===== config.mk =====
export PLATFORM = sky130hd
export DESIGN_NAME = pc_redirect
export DESIGN_NICKNAME = d
export VERILOG_FILES = /design/src/hdl/fetch_pkg.sv /design/src/hdl/pc_redirect.sv
export SDC_FILE = /design/constraint.sdc
export NUM_CORES = 1
export LEC_CHECK = 0
export ABC_AREA = 1
export BUFFER_PORTS_ARGS = -buffer_cell sky130_fd_sc_hd__buf_2
export CAP_MARGIN = 20
export CORE_AREA = 2 2 83 85
export DETAILED_ROUTE_END_ITERATION = 8
export DIE_AREA = 0 0 85 87
export PLACE_DENSITY_LB_ADDON = 0.25
export SLEW_MARGIN = 25
export SYNTH_ARGS = -nofsm -noshare
export SYNTH_HDL_FRONTEND = slang
export SYNTH_SLANG_ARGS = --single-unit

===== constraint.sdc =====
create_clock -name vclk -period 2.05
set_input_delay 0.3075 -clock vclk [all_inputs]
set_output_delay 0.3075 -clock vclk [all_outputs]
set_load 0.02 [all_outputs]

===== src/hdl/fetch_pkg.sv =====
package fetch_pkg;

   ///////////////////////////////
   // Sizes and constants
   ///////////////////////////////

   // Datapath and PC width
   localparam int XLEN = 32;

   // Word address bits of the program RAM
   localparam int IMEM_AW = 14;

   // Fetch restarts here after reset or a program load
   localparam logic [XLEN-1:0] RESET_PC = 32'h0000_0000;

   // addi x0, x0, 0
   localparam logic [XLEN-1:0] NOP_INST = 32'h0000_0013;

   ///////////////////////////////
   // Encodings
   ///////////////////////////////

   // Next-PC source
   typedef enum logic [1:0] {
      PC_SEQ    = 2'd0,
      PC_BRANCH = 2'd1,
      PC_JUMP   = 2'd2,
      PC_JALR   = 2'd3
   } pc_sel_e;

   // Upgrade loader modes
   typedef enum logic {
      LD_RUN  = 1'b0,
      LD_LOAD = 1'b1
   } loader_state_e;

endpackage

===== src/hdl/pc_redirect.sv =====
`timescale 1ns/1ps

module pc_redirect (
   // Control from the EX/MEM register
   input  logic                        branch_i,
   input  logic                        zero_i,
   input  logic                        jump_i,
   input  logic                        jalr_i,
   // Operands from the EX/MEM register
   input  logic [fetch_pkg::XLEN-1:0]  alu_result_i,
   input  logic [fetch_pkg::XLEN-1:0]  imm32_i,
   input  logic [fetch_pkg::XLEN-1:0]  mem_pc_i,
   // Decision to the fetch core
   output fetch_pkg::pc_sel_e          pc_sel_o,
   output logic [fetch_pkg::XLEN-1:0]  target_o
);

   import fetch_pkg::*;

   // PC-relative target
   logic [XLEN-1:0] rel_target;

   // Branch and jump share one adder
   assign rel_target = mem_pc_i + imm32_i;

   // Priority resolve
   // Taken branch wins over jump, jump wins over jalr
   always_comb begin
      if (branch_i && zero_i) begin
         pc_sel_o = PC_BRANCH;
      end else if (jump_i) begin
         pc_sel_o = PC_JUMP;
      end else if (jalr_i) begin
         pc_sel_o = PC_JALR;
      end else begin
         pc_sel_o = PC_SEQ;
      end
   end

   // Register jump takes the ALU sum
   // All other sources use the relative target
   assign target_o = (pc_sel_o == PC_JALR) ? alu_result_i : rel_target;

endmodule


### Yosys cells after proc, flatten, opt, wreduce, memory -nomap -nowiden

Cells that the tools add are included.

| storage, ports and cells | value |
|---|---|
| bits in registers | 0 |
| output and inout bits | 34 |

| operators by class | value |
|---|---|
| add/sub/neg operators | 1 |
| equality and inequality tests | 1 |
| muxes and demuxes | 4 |
| reduce and logical (&&, ||, !) cells | 1 |

Operators by type and width:

| operator | number |
|---|---|
| $add A32 B32 Y32 | 1 |
| $mux W32 | 1 |
| $mux W2 | 3 |
| $eq A2 B2 Y1 const B | 1 |
| $logic_and A1 B1 Y1 | 1 |

### Depth between registers and ports, before layout

| logic depth | value |
|---|---|
| depth after elaboration | 5 |
| gate-level depth with buffers | 12 |
| gate-level depth less buffers | 12 |

### Worst setup path after synthesis

No wires, ideal clock.

| timing path | value |
|---|---|
| kind | input port to output port |
| start | input imm32_i[0] (netlist name) |
| end | output target_o[12] (netlist name) |
| data arrival time | 1.834 ns |
| path slack | -0.092 ns |
| cell stages on the path | 8 |
| cells stage by stage | ha_1 -> fa_1 -> nand3_1 -> nand3_1 -> nand3_1 -> nand3_2 -> xnor2_1 -> o21ai_1 |

| between the ends | value |
|---|---|
| word-level cells in the longest chain between the ends | 2 |

Ends and longest elaborated chain:

| element | line | source |
|---|---|---|
| start: declaration | pc_redirect.sv:11 | `input logic [fetch_pkg::XLEN-1:0] imm32_i,` |
| $add A32 B32 Y32 | pc_redirect.sv:24 | `assign rel_target = mem_pc_i + imm32_i;` |
| $mux W32 | pc_redirect.sv:42 | `assign target_o = (pc_sel_o == PC_JALR) ? alu_result_i : rel_target;` |
| end: declaration | pc_redirect.sv:15 | `output logic [fetch_pkg::XLEN-1:0] target_o` |

No other way between the ends.

### Final worst setup path

| timing path | value |
|---|---|
| start | input imm32_i[0] (netlist name) |
| end | output target_o[30] (netlist name) |

Same word-level chain as after synthesis.

==> summary by stage <==
Outcome
The flow ran to the end, but the final reports show violations. The final reports fail on negative setup slack.

Floorplanning
During I/O placement, the number of pins put on the boundary was 134. The area of the die is 7400 um^2. The total area inside the core boundary comes to 6570 um^2. In this run the horizontal extent of the chip is 85 um. The die extent in y is 87 um.

The effective utilization at floorplan is 43.7%. After floorplanning, the core was divided into 30 placement rows.

GRT
Entering global routing, the biggest net connects 27 pins. The all-layer global routing usage is 26.4%. The initial antenna violation count is 0. The global route total overflow is 0. The first-pass GRT wire length is 16600 um. The via count of the first global-routing pass is 3900.

Yosys
When the netlist entered floorplanning its net count stood at 727. The synthesized netlist occupies a cell area of 2870 um^2. In this run the biggest area consumer among cell types represents 36.2% of the synthesized area.

The gate count of the mapped netlist is 595. Sorting the synthesized cells by area gives the leading types as nand2_1, inv_1, ha_1. The biggest area contributor in the post-synthesis netlist is nand2_1.

A synthesized cell averages 4.82 um^2. The distinct cell type count after synthesis is 32. The Yosys step of the flow raised 0 warnings.

The share of synthesized area occupied by flip-flops and latches is 0%.

STA
The maximum clock frequency is 458 MHz. The final max-slew violation count is 0. The worst max-slew margin expressed relative to the limit is 75.8%. The routed design could run at a clock period as short as 2.18 ns.

The number of endpoints failing setup at the final stage is 23. Once routing completed, OpenROAD measured the worst setup slack at -0.133 ns. Setup repair after global routing could not meet its margin everywhere. The number of endpoints with negative hold slack in the final report is 0.

The worst path uses 106% of the clock period. The transition time at the pin with the least slew margin is 0.362 ns.

Detailed routing
After detailed routing, the number of remaining DRC violations is 0. The total iterations of the first detailed-routing run is 6. The detailed-route wire length is 11700 um. The count of vias placed by the detailed router is 4369. The number of nets still failing antenna checks after routing is 0. For this block, the initial DRC count from the detailed router was 218. In the final routed layout, each cell accounts on average for 13.8 um. The mean number of vias per cell is 5.15.

Worst setup path
STA puts the critical path data required time at 1.74 ns. The endpoint class of the critical path is a primary output. The startpoint class of the critical path is an input pin. The arrival time reported for the critical path endpoint is 1.88 ns.

The type of the setup path with the least slack is input pin to primary output. Along the worst path, the maximum fanout reaches 4.

Min path
The path class of the tightest hold or removal check is input pin to primary output. The worst hold path begins at alu_result_i[31]. The endpoint of the worst hold-timing path is target_o[31]. The worst hold path passes through 4 cells.

Power and ir drop
The worst-case IR drop observed on VDD is 0.265 mV. Power spread over the standard cell area amounts to 358 nW/um^2. The static leakage is 2.90 nW.

Finish
Counting the clock-network buffers in the layout gives 0. The register cell area after layout is 0 um^2. The area growth from synthesis to final layout is 79.6%.

The end-of-flow core utilization is 78.5%. At the end of the flow, the number of nets in the layout was 903. In the layout the commonest cells are nand2_1, inv_1, buf_2. The most common cell after layout, fill and taps aside is nand2_1. The number of antenna diodes in the final layout is 0.

For this run, the number of standard cells in the final layout without fillers is 849. Fill cells in the final layout number 482. The proportion of layout cells with a drive suffix above 1 is 48.9%. There are 0 flip-flops and latches.

Placed design
The number of instances in the placed design is 841. In this run the tool buffered the top-level ports with 134 buffer cells. The HPWL after detailed placement is 7820 um. Routability-driven placement finished with a final weighted congestion of 0.900.

Job
The count of maximum capacitance violations is 0.

Clock tree
The number of buffers inserted by hold repair at cts is 0.
## cells in the mapped netlist, drive strengths merged
cell and n:
nand2 291, inv 112, nand3 54, nor2 39, ha 31, a21oi 23
o21ai 8, or2 8, buf 6, xnor2 5, nand3b 4, nor3 4
nand4 3, o21bai 3, a21o 1, fa 1, o211ai 1, o21a 1
## routing by layer
layer / track usage, % / share of wire [%] / vias to the layer above
met5: 0 / 0 / -
met4: 3.90 / 2.9 / 0
met3: 0.474 / 4.3 / 29
met2: 51.4 / 53 / 170
met1: 32.8 / 40 / 2000
li1: - / - / 2170
## cells by family (layout without fill, tap and decap cells)
kind of cell / Yosys count / count (layout) / share of synthesized area (%)
fa+ha+maj: 32 / 32 / 14.2
xor+xnor: 5 / 5 / 1.53
simple gates: 403 / 403 / 60.7
compound gates: 37 / 37 / 7.63
buf+inv: 118 / 292 / 16.0
## worst max-delay path by stage
stage | from | endpoint | depth (start not counted)
2_1_floorplan | imm32_i[0] | target_o[24] | 11
3_3_place_gp | imm32_i[0] | target_o[24] | 13
3_5_place_dp | imm32_i[0] | target_o[24] | 13
4_1_cts | mem_pc_i[0] | target_o[22] | 14
5_1_grt | mem_pc_i[0] | target_o[30] | 14
6_report | imm32_i[0] | target_o[30] | 14
## critical path, stage by stage
cell and delay (ns):
buf_6 0.10, ha_4 0.15, fa_2 0.37, buf_6 0.14, nand2_2 0.07, nand3_2 0.11
nand2_2 0.10, nand2_4 0.09, nand2_4 0.08, nand2_2 0.04, nand2_1 0.05, nand3_1 0.07
nand2_1 0.10, buf_6 0.12
## area by class of cell
type | instances | area, um^2 | area share (%)
Timing Repair Buffer | 180 | 1280 | 24.9
Tap cell | 80 | 100 | 1.94
Inverter | 112 | 433 | 8.40
Multi-Input combinational cell | 477 | 3340 | 64.8
## through the flow
| stage | total power [mW] | hold slack (ns) | TNS, ns | setup slack, ns | area [um^2] |
|---|---|---|---|---|---|
| detailed placement | 1.31 | 0.922 | -4.13 | -0.319 | 3930 |
| finish | 1.85 | 0.905 | -1.51 | -0.133 | 5150 |
| CTS | 1.49 | 0.912 | -1.04 | -0.128 | 4410 |
| floorplan | 0.840 | 0.710 | 0 | 0.0450 | 2880 |
| global route | 1.98 | 0.920 | -3.55 | -0.220 | 5150 |
| global placement | 1.29 | 0.919 | -3.67 | -0.299 | 3930 |
## where the power goes
group | switching [mW] | internal (mW) | total, mW | leakage (nW)
clock | 0 | 0 | 0 | 0
combinational | 1.03 | 0.819 | 1.85 | 2.90
sequential | 0 | 0 | 0 | 0
total | 1.03 | 0.819 | 1.85 | 2.90
## what timing repair did
action | 4_1_cts | 5_1_grt
endpoints found under the hold margin | 0 | 0
setup endpoints to repair | 27 | 27
gates resized for setup | 83 | 181
cloned | 0 | 0
setup buffers | 2 | 8
pin swaps | 16 | 55
Note: power is estimated with default switching activity, not from simulation.
