File: config.mk
export PLATFORM = sky130hd
export DESIGN_NAME = fetch_core
export DESIGN_NICKNAME = d
export VERILOG_FILES = /design/src/hdl/fetch_pkg.sv /design/src/hdl/fetch_core.sv
export SDC_FILE = /design/constraint.sdc
export NUM_CORES = 1
export LEC_CHECK = 0
export ABC_AREA = 1
export BUFFER_PORTS_ARGS = -buffer_cell sky130_fd_sc_hd__buf_2
export CAP_MARGIN = 20
export CORE_MARGIN = 3
export CORE_UTILIZATION = 40
export DETAILED_ROUTE_END_ITERATION = 6
export GPL_TIMING_DRIVEN = 0
export PLACE_DENSITY_LB_ADDON = 0.25
export SKIP_LAST_GASP = 1
export SLEW_MARGIN = 20
export SYNTH_ARGS = -nofsm -noshare
export SYNTH_HDL_FRONTEND = slang
export SYNTH_SLANG_ARGS = --single-unit
File: constraint.sdc
create_clock -name clk -period 4.3 [get_ports clk]
set_clock_uncertainty 0.05 [all_clocks]
set_input_delay 0.43 -clock clk [delete_from_list [all_inputs] [get_ports clk]]
set_output_delay 0.43 -clock clk [all_outputs]
set_load 0.02 [all_outputs]
File: src/hdl/fetch_pkg.sv
package fetch_pkg;

   ///////////////////////////////
   // Sizes and constants
   ///////////////////////////////

   // Datapath and PC width
   localparam int XLEN = 32;

   // Word address bits of the program RAM
   localparam int IMEM_AW = 14;

   // Fetch restarts here after reset or a program load
   localparam logic [XLEN-1:0] RESET_PC = 32'h0000_0000;

   // addi x0, x0, 0
   localparam logic [XLEN-1:0] NOP_INST = 32'h0000_0013;

   ///////////////////////////////
   // Encodings
   ///////////////////////////////

   // Next-PC source
   typedef enum logic [1:0] {
      PC_SEQ    = 2'd0,
      PC_BRANCH = 2'd1,
      PC_JUMP   = 2'd2,
      PC_JALR   = 2'd3
   } pc_sel_e;

   // Upgrade loader modes
   typedef enum logic {
      LD_RUN  = 1'b0,
      LD_LOAD = 1'b1
   } loader_state_e;

endpackage
File: src/hdl/fetch_core.sv
`timescale 1ns/1ps

module fetch_core (
   input  logic                          clk,
   input  logic                          rstn,
   // Hazard stall from the pipeline
   input  logic                          pause_i,
   // Loader holds fetch at the reset PC
   input  logic                          load_active_i,
   // Redirect decision
   input  fetch_pkg::pc_sel_e            pc_sel_i,
   input  logic [fetch_pkg::XLEN-1:0]    target_i,
   // Program RAM read port
   input  logic [fetch_pkg::XLEN-1:0]    imem_rdata_i,
   output logic [fetch_pkg::IMEM_AW-1:0] imem_raddr_o,
   // To decode
   output logic [fetch_pkg::XLEN-1:0]    inst_o,
   output logic [fetch_pkg::XLEN-1:0]    pc_o,
   output logic [fetch_pkg::XLEN-1:0]    pc4_o,
   output logic                          flush_o
);

   import fetch_pkg::*;

   logic [XLEN-1:0] pc_q;
   logic [XLEN-1:0] pc_plus4;
   logic [XLEN-1:0] next_pc;
   logic            redirect;
   // Read data matches pc_q
   logic            rd_valid_q;

   assign pc_plus4 = pc_q + 32'd4;
   assign redirect = (pc_sel_i != PC_SEQ);

   ///////////////////////////////
   // Next PC
   ///////////////////////////////

   // Load first, then redirect, then pause, then sequential
   always_comb begin
      if (load_active_i) begin
         next_pc = RESET_PC;
      end else if (redirect) begin
         // Redirect overrides a pause
         next_pc = target_i;
      end else if (pause_i) begin
         next_pc = pc_q;
      end else begin
         next_pc = pc_plus4;
      end
   end

   always_ff @(posedge clk) begin
      if (!rstn) begin
         pc_q <= RESET_PC;
      end else begin
         pc_q <= next_pc;
      end
   end

   // First registered read after reset is not yet aligned
   always_ff @(posedge clk) begin
      if (!rstn) begin
         rd_valid_q <= 1'b0;
      end else begin
         rd_valid_q <= 1'b1;
      end
   end

   ///////////////////////////////
   // Memory and outputs
   ///////////////////////////////

   // Word address of the PC loaded on the next edge
   assign imem_raddr_o = next_pc[IMEM_AW+1:2];

   // No-op while loading or before the first read lands
   assign inst_o = (load_active_i || !rd_valid_q) ? NOP_INST : imem_rdata_i;

   assign pc_o  = pc_q;
   assign pc4_o = pc_plus4;

   // Kill younger stages on a taken redirect
   assign flush_o = redirect && !load_active_i;

endmodule

After elaboration in Yosys (flattened, before gate mapping)

Index checks and enable logic that the tools add are counted.

Bits in registers: 33
Output and inout port bits: 111
Logic and storage cells: 17

Add/subtract/negate cells: 1
Eq/ne operators: 1
Muxes and demuxes: 5
Bitwise logic cells: 1
Reduce and logical (&&, ||, !) cells: 6

Operators by type and width:

| cell                  | count |
|---|---|
| $mux 32               | 3 |
| $add 32x3->32 const B | 1 |
| $mux 16               | 1 |
| $logic_not 1->1       | 2 |
| $ne 2x1->1 const B    | 1 |
| $reduce_bool 2->1     | 1 |
| $reduce_or 2->1       | 1 |
| $logic_and 1x1->1     | 1 |
| $logic_or 1x1->1      | 1 |
| $mux 1                | 1 |
| $not 1->1             | 1 |

Depth between registers and ports, before layout

Depth in word-level cells: 4
Gate-level depth with buffers: 10
Depth with buffers taken out: 10

Least setup slack after synthesis

Ideal clock, no wire load.

Path kind: register -> output
From: register pc_q[3], in the netlist pc_o[3]
To: output imem_raddr_o[8] (netlist name)
Arrival time: 1.995 ns
Path slack: 1.825 ns
Stages on the path, launching flop included: 10
Buffers on the path: 0
Cells stage by stage: dfxtp_1 > ha_1 > nand2_1 > nor2_4 > nand2_4 > xnor2_1 > nand2_1 > nand3_1 > inv_1 > nor2_1

Longest elaborated chain between the ends: 4

Ends and longest elaborated chain:

| what                     | RTL line         | RTL |
|---|---|---|
| start: declaration       | fetch_core.sv:25 | `logic [XLEN-1:0] pc_q;` |
| start signal: assignment | fetch_core.sv:57 | `pc_q <= next_pc;` |
| $add 32x3->32            | fetch_core.sv:32 | `assign pc_plus4 = pc_q + 32'd4;` |
| net pc4_o (one bit)      | fetch_core.sv:19 | `output logic [fetch_pkg::XLEN-1:0] pc4_o,` |
| $mux 32                  | fetch_core.sv:46 | `end else if (pause_i) begin` |
| $mux 32                  | fetch_core.sv:43 | `end else if (redirect) begin` |
| $mux 16                  | fetch_core.sv:41 | `if (load_active_i) begin` |
| end: declaration         | fetch_core.sv:15 | `output logic [fetch_pkg::IMEM_AW-1:0] imem_raddr_o,` |

The timed path passes the listed nets, and every way through them passes these cells. The select of a mux whose other input is x is not followed.

Worst setup path in the final report

From: register pc_q[3], in the netlist pc_o[3]
To: output imem_raddr_o[10] (netlist name)

Longest elaborated chain between the ends: 4

Ends and longest elaborated chain:

| what          | RTL line |
|---|---|
| $add 32x3->32 | fetch_core.sv:32 |
| $mux 32       | fetch_core.sv:46 |
| $mux 32       | fetch_core.sv:43 |
| $mux 16       | fetch_core.sv:41 |

No other way between the ends. The select of a mux whose other input is x is not followed.

==> metrics.yaml <==
outcome: "finished clean"
setup.worst_path.class: "register to output port"
fin_crit_ns: 2.63
grt_pass1_vias: 3392
synth_cells: 486
yosys_register_bits: 33
grt_use_met3_pct: 4.70
place_area_mm2: 0.00369
antenna_found_initial: 0
io_buffers: 179
slew_violations: 0
detail-route-antenna-nets: 0
syn-num-nets: 557
clock_latency_ns: 0.29
power_density_mw_per_mm2: 225
crit_family: "simple AND/OR/NAND/NOR gates"
cts_tree: "done"
avgSynthCellArea_um2: 5.54
grt_max_degree: 11
grt.busiest_layer: "met2"
worstPathArrival_ns: 2.15
nets: 743
fin_crit_sh_pct: 61.2
area_delta_synth_final_pct: 40.6
cp.required_ns: 3.82
path_cells: "ha_1 > nand2_1 > nor2_4 > nand2_4 > nor2_2 > xor2_2 > a21oi_2 > nor2_1 > buf_2"
cpPeakStageDelay_ns: 0.39
r2r_slack_ns: 2.43
hold_viol: 0
start_util_pct: 41.9
die-area_mm2: 0.00776
yosysWarnings: 0
yosysSeqAreaShare_pct: 24.5
die_x_um: 88.1
n_antenna_cell: 0
r2r_cells: 10
slew_headroom_pct: 56.3
cts.hold.buffers_added: 0
dpl.hpwl_um: 8360
rsz0062_at_grt: "no"
finalSetupViolations: 0
whs_ns: 0.198
power.total_w: 0.000853
track_usage_pct: 25.9
netlist_area_mm2: 0.00269
critPathMaxFanout: 5
yosysUniqueCellTypes: 27
slowest_stage: "dfxtp_1"
grt.overflow.total: 0
drtIter0Drc: 211
die_h_um: 88.1
r2r-end: "pc_o[20]$_SDFFE_PP0P_"
whs_path_depth: 1
clock-sinks: 33
ir_worst_vdd_mv: 0.128
worst-path-buf-inv: 1
viasPerCell: 4.82
startpoint_type: "register"
rr_startpoint: "pc_o[3]$_SDFF_PN0_"
grt_pass1_wl_um: 15700
max_clock_freq_mhz: 380
cp-end-kind: "output port"
drtPass1Iterations: 5
cts_buffer_depth: 2
min-delay-start: "rstn"
io_pins: 181
postCtsSetupBuffers: 0
use_met2_pct: 49.3
gp_congestion: 0.906
fin_tns_setup_ns: 0
grt.met1_usage_pct: 29.5
cts_resized: 0
route.vias.total: 3615
route.detailed.drc: 0
p_leak_nw: 2.18
rows: 29
nFillCells: 679
path_clk_slew_ns: 0.08
drive_above_1_share_pct: 33.0
htreeDepth: 2
wl_per_cell_um: 13.8
hp-class: "input pin to register"
cts_buffers: 5
cap_violations: 0
cts-root-buf: "clkbuf_8"
worstHoldEndpoint: "rd_valid_q$_DFF_P_"
fin_area_mm2: 0.00379
core_region_area_mm2: 0.00642
wl_um: 10400
tightest_slew_ns: 0.656
## state kept, by name, summed over array words and instances, names as in the netlist
name,cells
pc_o,32
rd_valid_q,1
## worst max path at each step
stage / from / end / depth (start not counted)
after floorplan: pc_o[3]$_SDFF_PN0_ / imem_raddr_o[8] / 9
after CTS: pc_o[3]$_SDFF_PN0_ / imem_raddr_o[10] / 9
final: pc_o[3]$_SDFF_PN0_ / imem_raddr_o[10] / 9
after detailed placement: pc_sel_i[1] / imem_raddr_o[9] / 8
after global routing: pc_o[3]$_SDFF_PN0_ / imem_raddr_o[10] / 9
after global placement: pc_sel_i[1] / imem_raddr_o[9] / 8
## kinds of logic (layout without fill, tap and decap cells)
group	count (synthesis)	after routing	synth area share, %
buf+inv	105	292	15.1
simple gates	279	279	43.1
compound gates	56	56	11.8
fa+ha+maj	1	1	0.464
flops	33	33	24.5
xor+xnor	12	12	5.02
## routing by layer
metal / part of all wire [%] / wire [µm]
met1: 40 / 4180
met2: 50 / 5200
met3: 8.1 / 835
met4: 1.3 / 138
met5: 0 / 0
## metrics by stage
step | worst slack, ns | util [%] | instances
global placement | 1.91 | 57.4 | 742
global route | 1.56 | 59.0 | 750
detailed placement | 1.88 | 57.4 | 742
floorplan | 1.82 | - | 486
CTS | 1.69 | 59.0 | 750
finish | 1.67 | 59.0 | 750
## cell type report
cell class | count | area (µm²) | share of cell area, %
Inverter | 88 | 330 | 8.72
Clock buffer | 7 | 96.3 | 2.54
Multi-Input combinational cell | 348 | 1630 | 42.9
Buffer | 17 | 76.3 | 2.02
Sequential cell | 33 | 661 | 17.4
Timing Repair Buffer | 179 | 896 | 23.7
Clock inverter | 1 | 5.00 | 0.132
Tap cell | 77 | 96.3 | 2.54
## Yosys cell counts, drive strengths merged
master,count,area share (%)
clkbuf,11,1.5
inv,87,12
xnor2,4,1.3
o221ai,1,0.33
xor2,8,3.7
nand3,17,3.2
nor2,105,17
o21ai,19,3.5
or2,4,0.93
dfxtp,33,25
clkinv,1,0.14
and2,1,0.23
a22o,7,2.3
buf,6,1.3
ha,1,0.46
a221oi,1,0.33
a21oi,28,5.3
nand2,152,22
## where the power goes
group / switching [W] / internal [W]
clock network: 0.000129 / 0.000145
registers: 0.0000188 / 0.000318
logic: 0.000154 / 0.0000871
total: 0.000302 / 0.000551
## worst reg2reg max path: stages, from the launching register on
cell	delay (ns)
dfxtp_1	0.39
ha_1	0.26
nand2_1	0.15
nor2_4	0.17
nand2_4	0.11
nor2_2	0.19
nand2_1	0.08
nand2_1	0.07
nand2_1	0.09
a21oi_1	0.15
nor2_1	0.05
## cell usage in the layout, fill, tap and decap left out, drive strengths merged, types with 2 or more instances in the layout
master	instances
nand3	17
clkinv	2
buf	185
o21ai	19
or2	4
nand2	152
inv	87
a21oi	28
xnor2	4
a22o	7
xor2	8
nor2	105
clkbuf	18
dfxtp	33
No activity file was read; power rests on OpenSTA's default activity.
