`src/hdl/fetch_pkg.sv`:
```
package fetch_pkg;

   ///////////////////////////////
   // Sizes and constants
   ///////////////////////////////

   // Datapath and PC width
   localparam int XLEN = 32;

   // Word address bits of the program RAM
   localparam int IMEM_AW = 14;

   // Fetch restarts here after reset or a program load
   localparam logic [XLEN-1:0] RESET_PC = 32'h0000_0000;

   // addi x0, x0, 0
   localparam logic [XLEN-1:0] NOP_INST = 32'h0000_0013;

   ///////////////////////////////
   // Encodings
   ///////////////////////////////

   // Next-PC source
   typedef enum logic [1:0] {
      PC_SEQ    = 2'd0,
      PC_BRANCH = 2'd1,
      PC_JUMP   = 2'd2,
      PC_JALR   = 2'd3
   } pc_sel_e;

   // Upgrade loader modes
   typedef enum logic {
      LD_RUN  = 1'b0,
      LD_LOAD = 1'b1
   } loader_state_e;

endpackage
```
`src/hdl/prog_loader.sv`:
```
`timescale 1ns/1ps

module prog_loader (
   input  logic                          clk,
   input  logic                          rstn,
   // Upgrade port, sampled on clk
   input  logic                          upg_rst_i,
   input  logic                          upg_wen_i,
   input  logic                          upg_done_i,
   input  logic [fetch_pkg::IMEM_AW-1:0] upg_adr_i,
   input  logic [fetch_pkg::XLEN-1:0]    upg_dat_i,
   // Core hold
   output logic                          load_active_o,
   // Program RAM write port
   output logic                          imem_we_o,
   output logic [fetch_pkg::IMEM_AW-1:0] imem_waddr_o,
   output logic [fetch_pkg::XLEN-1:0]    imem_wdata_o
);

   import fetch_pkg::*;

   loader_state_e state_q;
   loader_state_e state_d;

   logic               we_q;
   logic [IMEM_AW-1:0] adr_q;
   logic [XLEN-1:0]    dat_q;

   ///////////////////////////////
   // Mode FSM
   ///////////////////////////////

   always_comb begin
      state_d = state_q;
      case (state_q)
         // Enter load when upgrade reset drops and no done is pending
         LD_RUN: begin
            if (!upg_rst_i && !upg_done_i) begin
               state_d = LD_LOAD;
            end
         end
         // Leave on done or on a fresh upgrade reset
         LD_LOAD: begin
            if (upg_done_i || upg_rst_i) begin
               state_d = LD_RUN;
            end
         end
         default: state_d = LD_RUN;
      endcase
   end

   always_ff @(posedge clk) begin
      if (!rstn) begin
         state_q <= LD_RUN;
      end else begin
         state_q <= state_d;
      end
   end

   ///////////////////////////////
   // Write path
   ///////////////////////////////

   // Strobe accepted only in load mode
   always_ff @(posedge clk) begin
      if (!rstn) begin
         we_q <= 1'b0;
      end else begin
         we_q <= (state_q == LD_LOAD) && upg_wen_i;
      end
   end

   // Address and data follow the strobe by one cycle
   always_ff @(posedge clk) begin
      if (upg_wen_i) begin
         adr_q <= upg_adr_i;
         dat_q <= upg_dat_i;
      end
   end

   assign load_active_o = (state_q == LD_LOAD);
   assign imem_we_o     = we_q;
   assign imem_waddr_o  = adr_q;
   assign imem_wdata_o  = dat_q;

endmodule

```
`config.mk`:
```
export PLATFORM = sky130hd
export DESIGN_NAME = prog_loader
export DESIGN_NICKNAME = d
export VERILOG_FILES = /design/src/hdl/fetch_pkg.sv /design/src/hdl/prog_loader.sv
export SDC_FILE = /design/constraint.sdc
export NUM_CORES = 1
export LEC_CHECK = 0
export ABC_AREA = 1
export BUFFER_PORTS_ARGS = -buffer_cell sky130_fd_sc_hd__buf_2
export CAP_MARGIN = 15
export CELL_PAD_IN_SITES_DETAIL_PLACEMENT = 1
export CELL_PAD_IN_SITES_GLOBAL_PLACEMENT = 1
export CORE_MARGIN = 3
export CORE_UTILIZATION = 34
export CTS_CLUSTER_SIZE = 16
export DETAILED_ROUTE_END_ITERATION = 8
export PLACE_DENSITY = 0.83
export SLEW_MARGIN = 15
export SYNTH_ARGS = -nofsm -noshare
export SYNTH_HDL_FRONTEND = slang
export SYNTH_SLANG_ARGS = --single-unit
```
`constraint.sdc`:
```
create_clock -name clk -period 1.25 [get_ports clk]
set_clock_uncertainty 0.2 [all_clocks]
set_input_delay 0.25 -clock clk [delete_from_list [all_inputs] [get_ports clk]]
set_output_delay 0.25 -clock clk [all_outputs]
set_load 0.01 [all_outputs]
```
---- Word-level counts from Yosys, hierarchy flattened ----
Cells that the tools add are included.
storage, ports and cells
  register bits after elaboration ......... 48
  latch bits .............................. 0
  RAM bits ................................ 0
  bits in read-only memories .............. 0
  input bits .............................. 51
  output and inout port bits .............. 48
  logic and storage cells ................. 13
  memories kept ........................... 0
operators by class
  $add $sub $neg .......................... 0
  multipliers ............................. 0
  divide/modulo/power cells ............... 0
  magnitude comparators ................... 0
  equality and inequality tests ........... 0
  shift-type cells ........................ 0
  muxes and demuxes ....................... 3
  bitwise gates (word level) .............. 1
  reductions and logical operators ........ 5
operators with widths
  kind                             count
  logical AND 1 bit                2
  zero test 1 bit                  2
  two-way mux 1 bit                2
  case mux 1 bit (2 select lines)  1
  logical OR 1 bit                 1
  inverter 1 bit                   1

---- Logic depth before layout (Yosys ltp) ----
Gate-level depths: netlist of run 1.
  word-level depth ........................ 4
  gate-level depth with buffers ........... 3
  mapped depth without buffers ............ 3

---- Least setup slack after synthesis of run 1 ----
No wires, ideal clock.
  path kind ............................... register -> output
  start ................................... register adr_q[0] (netlist: imem_waddr_o[0])
  end ..................................... output port imem_waddr_o[0] (netlist name)
  arrival time ............................ 0.394 ns
  required time ........................... 0.800 ns
  path slack .............................. 0.406 ns
  stages on the path, launching flop included .. 1
  buffers on the path ..................... 0
  cell sequence ........................... edfxtp_1
RTL lines
  element                 RTL line           source
  from (decl)             prog_loader.sv:26  logic [IMEM_AW-1:0] adr_q;
  from (signal assigned)  prog_loader.sv:76  adr_q <= upg_adr_i;
  to (decl)               prog_loader.sv:16  output logic [fetch_pkg::IMEM_AW-1:0] imem_waddr_o,
No word-level cell between the ends.

---- Final worst setup path of run 1 ----
  start ................................... register adr_q[12] (netlist: imem_waddr_o[12])
  end ..................................... output port imem_waddr_o[12] (netlist name)
No word-level cell between the ends.

==> flow_summary.json, run 1 <==
{
  "reg2reg_slack_ns": 0.36,
  "clockBufferDepth": 2,
  "layout-drive-gt1-share_pct": 52.36,
  "rsz0062_at_grt": "yes",
  "outcome": "finished with violations",
  "num_vias": 1170,
  "cp.arrival_ns": 0.89,
  "crit_family": "flip-flops",
  "finalCritPeriodShare_pct": 107.4,
  "grtUsageTotal_pct": 22.08,
  "critPathRequiredTime_ns": 0.80,
  "cp_cell_sequence": "buf_6",
  "via_per_inst": 4.466,
  "num_antenna_cells": 0,
  "synth_fp_nets": 105,
  "cts_tree": "yes",
  "reg2reg_from": "load_active_o$_SDFF_PN0_",
  "path_class": "reg -> out",
  "io_pins": 99,
  "fillers": 387,
  "synth_cell_type_count": 5,
  "cts-root-buf": "clkbuf_8",
  "hp-class": "in -> reg",
  "place.gp.congestion": 0.7439,
  "hpwl_mm": 2.985,
  "initial_utilization_pct": 35.71,
  "fp.dieH_um": 71.28,
  "wire_per_inst_um": 20.82,
  "final_cells": 262,
  "whs_endpoint": "imem_wdata_o[29]$_DFFE_PP_",
  "dieArea_um2": 5081,
  "failed_checks": "negative setup slack",
  "rr_endpoint": "imem_we_o$_SDFF_PN0_",
  "design_area_um2": 2695,
  "tightestPinTransition_ns": 0.1537,
  "grt_pass1_vias": 1311,
  "final_core_util_pct": 66.42,
  "insertion_delay_ns": 0.30,
  "whs_path_depth": 2,
  "drt_wl_total_mm": 5.455,
  "cts-buffers-inserted": 5,
  "route.detailed.drc": 0,
  "p_leak_uw": 0.001170,
  "reg2reg_depth": 3,
  "critPathMaxFanout": 1,
  "start_kind": "register",
  "yosysSeqAreaShare_pct": 98.10,
  "clock-sinks": 48,
  "die_w_um": 71.28,
  "cpMaxStageDelayCell": "edfxtp_1",
  "grt_pass1_wl_mm": 7.962,
  "power_density_nw_per_um2": 1325,
  "drt_iter0_drc": 55,
  "dp_cells": 204,
  "slew_headroom_pct": 89.75,
  "irDropWorstVdd_v": 0.0007458,
  "design.core.area_um2": 4058,
  "antenna_left": 0,
  "dpl_cell_area_um2": 2042,
  "fin_tns_setup_ns": -1.427,
  "first_pass_iters": 5,
  "io_buffers": 98,
  "final_nets": 262,
  "grt_max_degree": 28,
  "syn_area_per_cell_um2": 26.83,
  "cp_num_buf_inv": 1,
  "maxCapViolCount": 0,
  "period_needed_ns": 1.343,
  "area_delta_synth_final_pct": 86.01,
  "num_rows": 23,
  "cp-end-kind": "output pin",
  "fmax_mhz": 744.8,
  "setup_viol": 40,
  "maxSlewViolCount": 0,
  "final_cell_mix": "buf_2, dlygate4sd3_1, edfxtp_1",
  "grt.overflow.total": 0,
  "yosysWarnings": 0,
  "finalWorstSetupSlack_ns": -0.09269,
  "clkTransAtPathRegs_ns": 0.09,
  "syn-instance-count": 54,
  "hold_start": "upg_wen_i",
  "htreeDepth": 2,
  "syn-cell-area_um2": 1449,
  "antenna_found_initial": 0,
  "cpPeakStageDelay_ns": 0.44,
  "hold_violations": 0,
  "synth-seq-cells": 48,
  "final_common_cell": "buf_2"
}
==> metal layers <==
metal	GRT usage, %	vias up	share of wire, %
met5	0	-	0
met4	8.351	0	1.4
met3	9.116	7	9.1
met2	38.27	82	55
met1	24.11	560	35
li1	-	521	-
==> through the flow <==
step                total power, uW  setup slack [ns]  hold WS, ns
finish                         3570          -0.09269       0.2168
global route                   3687           -0.1411       0.2127
CTS                            3512          -0.08488       0.2146
detailed placement             2291            0.1338       0.2177
global placement               2263            0.1661       0.2145
floorplan                      2039            0.4062       0.1169
==> power breakdown <==
part | switching, uW | total [uW] | internal (uW)
combinational | 211 | 476 | 264
clock | 504 | 1150 | 645
sequential | 47.8 | 1950 | 1900
total | 763 | 3570 | 2810
==> worst max path at each step <==
stage	to	slack [ns]	start	cells past startpoint
3_3_place_gp	imem_wdata_o[30]$_DFFE_PP_	0.17	upg_wen_i	2
6_report	imem_waddr_o[12]	-0.09	imem_waddr_o[12]$_DFFE_PP_	1
5_1_grt	imem_waddr_o[12]	-0.14	imem_waddr_o[12]$_DFFE_PP_	1
2_1_floorplan	imem_waddr_o[0]	0.41	imem_waddr_o[0]$_DFFE_PP_	0
4_1_cts	imem_waddr_o[13]	-0.08	imem_waddr_o[13]$_DFFE_PP_	1
3_5_place_dp	imem_wdata_o[25]$_DFFE_PP_	0.13	upg_wen_i	2
==> logic make-up after synthesis <==
kind of cell / synth area share [%]
DFF: 98.10
and+or+nand+nor: 1.382
buffers and inverters: 0.5183
==> flip-flops by register name, summed over array words and instances, names as in the netlist <==
signal and count:
imem_waddr_o 14, imem_wdata_o 32, imem_we_o 1, load_active_o 1
==> cell usage after synthesis <==
master     n  area [um^2]
nand2_1    2        7.510
nor2_2     2        12.51
inv_1      2        7.510
dfxtp_1    2        40.04
edfxtp_1  46         1381
==> cell type report <==
class	instances	area [um^2]	area share, %
Sequential cell	48	1423	52.79
Timing Repair Buffer	150	1066	39.55
Clock buffer	6	82.58	3.064
Tap cell	50	62.56	2.321
Clock inverter	2	33.78	1.253
Multi-Input combinational cell	4	20.02	0.7428
Inverter	2	7.507	0.2786
==> timing repair <==
action | in CTS | in global routing
cloned | 0 | 0
gates resized for setup | 0 | 8
endpoints found under the hold margin | 48 | 0
buffers inserted | 0 | 1
setup endpoints to repair | 45 | 47
hold buffers | 49 | 0
Note: power is estimated with default switching activity, not from simulation.
==> run 2: changes to the inputs <==
--- a/config.mk
+++ b/config.mk
@@ -5,7 +5,7 @@
 export SDC_FILE = /design/constraint.sdc
 export NUM_CORES = 1
 export LEC_CHECK = 0
-export ABC_AREA = 1
+export ABC_AREA = 0
 export BUFFER_PORTS_ARGS = -buffer_cell sky130_fd_sc_hd__buf_2
 export CAP_MARGIN = 15
 export CELL_PAD_IN_SITES_DETAIL_PLACEMENT = 1
@@ -14,7 +14,8 @@
 export CORE_UTILIZATION = 34
 export CTS_CLUSTER_SIZE = 16
 export DETAILED_ROUTE_END_ITERATION = 8
-export PLACE_DENSITY = 0.83
+export MAX_ROUTING_LAYER = met4
+export PLACE_DENSITY = 0.82
 export SLEW_MARGIN = 15
 export SYNTH_ARGS = -nofsm -noshare
 export SYNTH_HDL_FRONTEND = slang
==> run 2 against run 1 <==
Compared with the run above:
- the flow still finishes with violations (negative setup slack)
- via count decreased by 4.3%
- final cell count down 1.9%
- die area down 0.56%
- critical path depth is the same
- highest routed layer unchanged
- cell area fell by 2.2%
- sequential cell count unchanged
- wire length down 6.3%
- register-to-register slack better by 0.08 ns
- largest power group unchanged
- fmax grew 0.68%
- synthesized cell count fell by 7.4%
==> flow_summary.json, run 2 <==
{
  "outcome": "finished with violations",
  "failed_checks": "negative setup slack",
  "io_buffers": 98,
  "place_ws_ns": 0.1320,
  "period_needed_ns": 1.334,
  "synth-seq-cells": 48,
  "hp-class": "in -> reg",
  "cts_tree": "yes",
  "async_flop_share_pct": 0,
  "clock-sinks": 48,
  "grt_pass1_wl_mm": 7.617,
  "power_density_nw_per_um2": 1249,
  "route.detailed.drc": 0,
  "start_kind": "register",
  "maxCapViolCount": 0,
  "dr_wl_met3_um": 562,
  "initial_utilization_pct": 35.49,
  "yosysWarnings": 0,
  "clockBufferDepth": 2,
  "syn_area_per_cell_um2": 28.80,
  "top_layer": "met4",
  "place.gp.congestion": 0.7007,
  "cts-buffers-inserted": 5,
  "via_per_inst": 4.358,
  "drt-met1-wl_mm": 1.823,
  "synth_most_common_cell": "edfxtp_1",
  "post_cts_buffers": 0,
  "fillers": 388,
  "hold_start": "upg_wen_i",
  "num_vias": 1120,
  "reg2reg_from": "load_active_o$_SDFF_PN0_",
  "wire_per_inst_um": 19.88,
  "critPathRequiredTime_ns": 0.80,
  "num_rows": 23,
  "synth_cell_type_count": 4,
  "cpMaxStageDelayCell": "edfxtp_1",
  "hold_violations": 0,
  "synth_edf_count": 46,
  "irDropWorstVdd_v": 0.0008114,
  "crit_family": "flip-flops",
  "drt_iter0_drc": 60,
  "area_delta_synth_final_pct": 82.97,
  "grt_max_degree": 31,
  "synth_top_area_share_pct": 95.92,
  "syn-instance-count": 50,
  "setup_viol": 34,
  "synth_common_cells": "edfxtp_1, dfxtp_1, and3_1, nor3b_2",
  "dieArea_um2": 5052,
  "final_cell_mix": "buf_2, dlygate4sd3_1, edfxtp_1",
  "p_leak_uw": 0.001132,
  "largest_reg_flops": 32,
  "drt_wl_total_mm": 5.109,
  "synth_top_cell_by_area": "edfxtp_1",
  "finalWorstSetupSlack_ns": -0.08363,
  "htreeDepth": 2,
  "cp_cell_sequence": "buf_2",
  "yosysSeqAreaShare_pct": 98.70,
  "crit_start": "imem_waddr_o[3]$_DFFE_PP_",
  "io_pins": 99,
  "final_nets": 257,
  "grtUsageTotal_pct": 21.77,
  "synth_fp_nets": 101,
  "path_class": "reg -> out",
  "layout-drive-gt1-share_pct": 53.14,
  "cp.arrival_ns": 0.88,
  "first_pass_iters": 4,
  "finalCritPeriodShare_pct": 106.7,
  "maxSlewViolCount": 0,
  "timing.hold.ws_ns": 0.1809,
  "clkTransAtPathRegs_ns": 0.10,
  "final_common_cell": "buf_2",
  "design.core.area_um2": 4058,
  "syn-cell-area_um2": 1440,
  "cts-root-buf": "clkbuf_8",
  "cpPeakStageDelay_ns": 0.42,
  "fp.dieH_um": 71.08,
  "wl_met2_mm": 2.616,
  "die_w_um": 71.08,
  "yosys_most_used_dff": "edfxtp_1",
  "tightestPinTransition_ns": 0.1684,
  "rsz0062_at_grt": "yes",
  "seq_area_um2": 1424,
  "slew_headroom_pct": 88.78,
  "final_core_util_pct": 64.94,
  "dpl_cell_area_um2": 2033,
  "num_antenna_cells": 0,
  "cp_num_buf_inv": 1,
  "multi_input_area_um2": 18.77,
  "synth_area_leaders": "edfxtp_1, dfxtp_1, nor3b_2",
  "insertion_delay_ns": 0.29,
  "antenna_left": 0,
  "antenna_found_initial": 0,
  "fmax_mhz": 749.8,
  "cp-end-kind": "output pin",
  "design_area_um2": 2635,
  "grt.overflow.total": 0,
  "grt_pass1_vias": 1379,
  "critPathMaxFanout": 1
}
## run 2: cell type report
class | instances | share of cell area [%]
multi-input combinational | 2 | 0.7122
timing repair buffer | 149 | 39.55
tap | 50 | 2.374
clock buffer | 5 | 2.612
sequential | 48 | 54.04
clock inverter | 3 | 0.7122
## run 2: metrics by stage
stage | cells | TNS [ns] | total power [uW]
after floorplan | 50 | 0 | 2037
after global placement | 200 | 0 | 2259
after detailed placement | 200 | 0 | 2278
after CTS | 257 | -1.253 | 3279
after global routing | 257 | -2.799 | 3426
final | 257 | -1.125 | 3292
## run 2: path summary, 6_finish.rpt
path / end / slack (ns) / cells past startpoint
setup / recovery: imem_waddr_o[3] / -0.08 / 1
hold / removal: imem_wdata_o[19]$_DFFE_PP_ / 0.18 / 2
setup reg to reg: imem_we_o$_SDFF_PN0_ / 0.44 / 1
hold reg to reg: imem_we_o$_SDFF_PN0_ / 0.32 / 1
## run 2: power breakdown
| group | internal (uW) | switching (uW) | total (uW) |
|---|---|---|---|
| sequential | 1900 | 38.7 | 1940 |
| combinational | 255 | 208 | 463 |
| clock | 387 | 507 | 894 |
| total | 2540 | 754 | 3290 |
## run 2: logic make-up (layout without fill, tap and decap cells)
group / count (synthesis) / count (layout) / synth area share, %
DFF: 48 / 48 / 98.70
and+or+nand+nor: 2 / 2 / 1.303
buffers and inverters: 0 / 157 / 0
## run 2: timing repair
item | in CTS | in global routing
hold buffers | 49 | 0
setup endpoints to repair | 46 | 47
hold endpoints to repair | 48 | 0
resized for setup | 1 | 6
## run 2: layer usage
metal / up-vias / GRT usage, %
li1: 511 / -
met1: 521 / 20.55
met2: 78 / 36.97
met3: 10 / 11.93
met4: 0 / 8.142
met5: - / -
==> run 3: changes to the inputs <==
--- a/config.mk
+++ b/config.mk
@@ -8,14 +8,12 @@
 export ABC_AREA = 0
 export BUFFER_PORTS_ARGS = -buffer_cell sky130_fd_sc_hd__buf_2
 export CAP_MARGIN = 15
-export CELL_PAD_IN_SITES_DETAIL_PLACEMENT = 1
-export CELL_PAD_IN_SITES_GLOBAL_PLACEMENT = 1
 export CORE_MARGIN = 3
-export CORE_UTILIZATION = 34
+export CORE_UTILIZATION = 43
 export CTS_CLUSTER_SIZE = 16
 export DETAILED_ROUTE_END_ITERATION = 8
 export MAX_ROUTING_LAYER = met4
-export PLACE_DENSITY = 0.82
+export PLACE_DENSITY = 0.83
 export SLEW_MARGIN = 15
 export SYNTH_ARGS = -nofsm -noshare
 export SYNTH_HDL_FRONTEND = slang
==> run 3 against run 2 <==
Compared with the run above:
- the run still ends with negative setup slack left
- hold slack worse by 0.049 ns
- largest power group unchanged
- total power is 1.1% lower
- die area is 19% lower
- sequential share of layout area is 0.55 points higher
- non-clock buffer count stayed put
- highest routed layer unchanged
- global-route usage is 1.5 points higher
- clock power is 2% lower
==> flow_summary.json, run 3 (synthesis results as in run 2) <==
{
  "die_w_um": 63.87,
  "hp-class": "in -> reg",
  "maxCapViolCount": 0,
  "first_pass_iters": 4,
  "seq_area_um2": 1423,
  "place.gp.congestion": 0.6759,
  "cp_num_buf_inv": 1,
  "design_area_um2": 2606,
  "antenna_left": 0,
  "grt.overflow.total": 0,
  "design.core.area_um2": 3128,
  "period_needed_ns": 1.379,
  "dpl_cell_area_um2": 2026,
  "cp_cell_sequence": "buf_2",
  "fin_tns_setup_ns": -3.918,
  "drt_iter0_drc": 70,
  "antenna_found_initial": 0,
  "io_pins": 99,
  "cts_tree": "yes",
  "cts-root-buf": "clkbuf_4",
  "insertion_delay_ns": 0.33,
  "hold_violations": 0,
  "clockBufferDepth": 2,
  "setup_viol": 46,
  "path_class": "reg -> out",
  "grtUsageTotal_pct": 23.26,
  "fillers": 142,
  "irDropWorstVdd_v": 0.0009128,
  "timing.hold.ws_ns": 0.1323,
  "num_rows": 20,
  "grt_max_degree": 31,
  "finalCritPeriodShare_pct": 110.4,
  "cp-end-kind": "output pin",
  "maxSlewViolCount": 0,
  "cpPeakStageDelay_ns": 0.42,
  "initial_utilization_pct": 46.04,
  "layout-drive-gt1-share_pct": 52.66,
  "num_vias": 1122,
  "grt_pass1_wl_mm": 6.665,
  "route.detailed.drc": 0,
  "power_density_nw_per_um2": 1249,
  "wire_per_inst_um": 17.35,
  "final_core_util_pct": 83.32,
  "cp.arrival_ns": 0.93,
  "htreeDepth": 2,
  "tightestPinTransition_ns": 0.1590,
  "final_common_cell": "buf_2",
  "dp_cells": 194,
  "critPathRequiredTime_ns": 0.80,
  "io_buffers": 98,
  "num_antenna_cells": 0,
  "slew_headroom_pct": 89.40,
  "final_nets": 257,
  "largest_reg_flops": 32,
  "final_cell_mix": "buf_2, dlygate4sd3_1, edfxtp_1",
  "multi_input_area_um2": 18.77,
  "p_leak_uw": 0.001133,
  "drt_wl_total_mm": 4.354,
  "finalWorstSetupSlack_ns": -0.1294,
  "outcome": "finished with violations",
  "via_per_inst": 4.470,
  "critPathMaxFanout": 1,
  "crit_family": "flip-flops",
  "clock-sinks": 48,
  "area_delta_synth_final_pct": 80.97,
  "grt_pass1_vias": 1180,
  "hpwl_mm": 2.242,
  "failed_checks": "negative setup slack",
  "final_cells": 251,
  "cpMaxStageDelayCell": "edfxtp_1",
  "cts-buffers-inserted": 5,
  "fp.dieH_um": 63.87,
  "fmax_mhz": 724.9,
  "dieArea_um2": 4079,
  "clkTransAtPathRegs_ns": 0.14,
  "rsz0062_at_grt": "yes",
  "start_kind": "register"
}
run 3: cell count changes in the layout (fill, tap and decap cells not counted), moves of 2 or more:
cell and delta:
buf_2 +2, clkbuf_4 +5, clkbuf_8 -5, clkinvlp_4 -2
run 3: final cells by class:
cell class | count | area share, %
Sequential cell | 48 | 54.58
Timing Repair Buffer | 149 | 39.65
Tap cell | 44 | 2.112
Clock buffer | 6 | 1.584
Clock inverter | 2 | 1.344
Multi-Input combinational cell | 2 | 0.7201
run 3: where the power goes:
group          switching, uW  total, uW  internal, uW
clock network            455        875           420
logic                    194        444           250
registers               39.9       1940          1900
total                    689       3250          2570
run 3: per-stage QoR:
| step | power, uW | setup WS, ns |
|---|---|---|
| 6_report | 3255 | -0.1294 |
| 5_1_grt | 3379 | -0.1760 |
| 4_1_cts | 3238 | -0.1162 |
| 3_5_place_dp | 2271 | 0.1421 |
| 3_3_place_gp | 2256 | 0.1551 |
| 2_1_floorplan | 2037 | 0.4062 |
run 3: path summary, 6_finish.rpt:
| kind | from | end | slack, ns | cells past startpoint |
|---|---|---|---|---|
| setup / recovery | imem_wdata_o[23]$_DFFE_PP_ | imem_wdata_o[23] | -0.13 | 1 |
| hold / removal | upg_wen_i | imem_wdata_o[31]$_DFFE_PP_ | 0.13 | 2 |
| setup reg to reg | load_active_o$_SDFF_PN0_ | imem_we_o$_SDFF_PN0_ | 0.46 | 1 |
| hold reg to reg | load_active_o$_SDFF_PN0_ | imem_we_o$_SDFF_PN0_ | 0.31 | 1 |
run 3: routing by layer:
layer | vias up | part of all wire, % | track usage, %
met2 | 69 | 53 | 42.06
met3 | 6 | 7.8 | 6.151
li1 | 514 | - | -
met5 | - | 0 | -
met1 | 533 | 38 | 25.42
met4 | 0 | 1.5 | 5.391
run 3: timing repair:
| item | in CTS | in global routing |
|---|---|---|
| hold buffers | 49 | 0 |
| endpoints found under the hold margin | 48 | 0 |
| setup endpoints to repair | 48 | 48 |
| setup buffers | 0 | 0 |
| resized for setup | 2 | 1 |
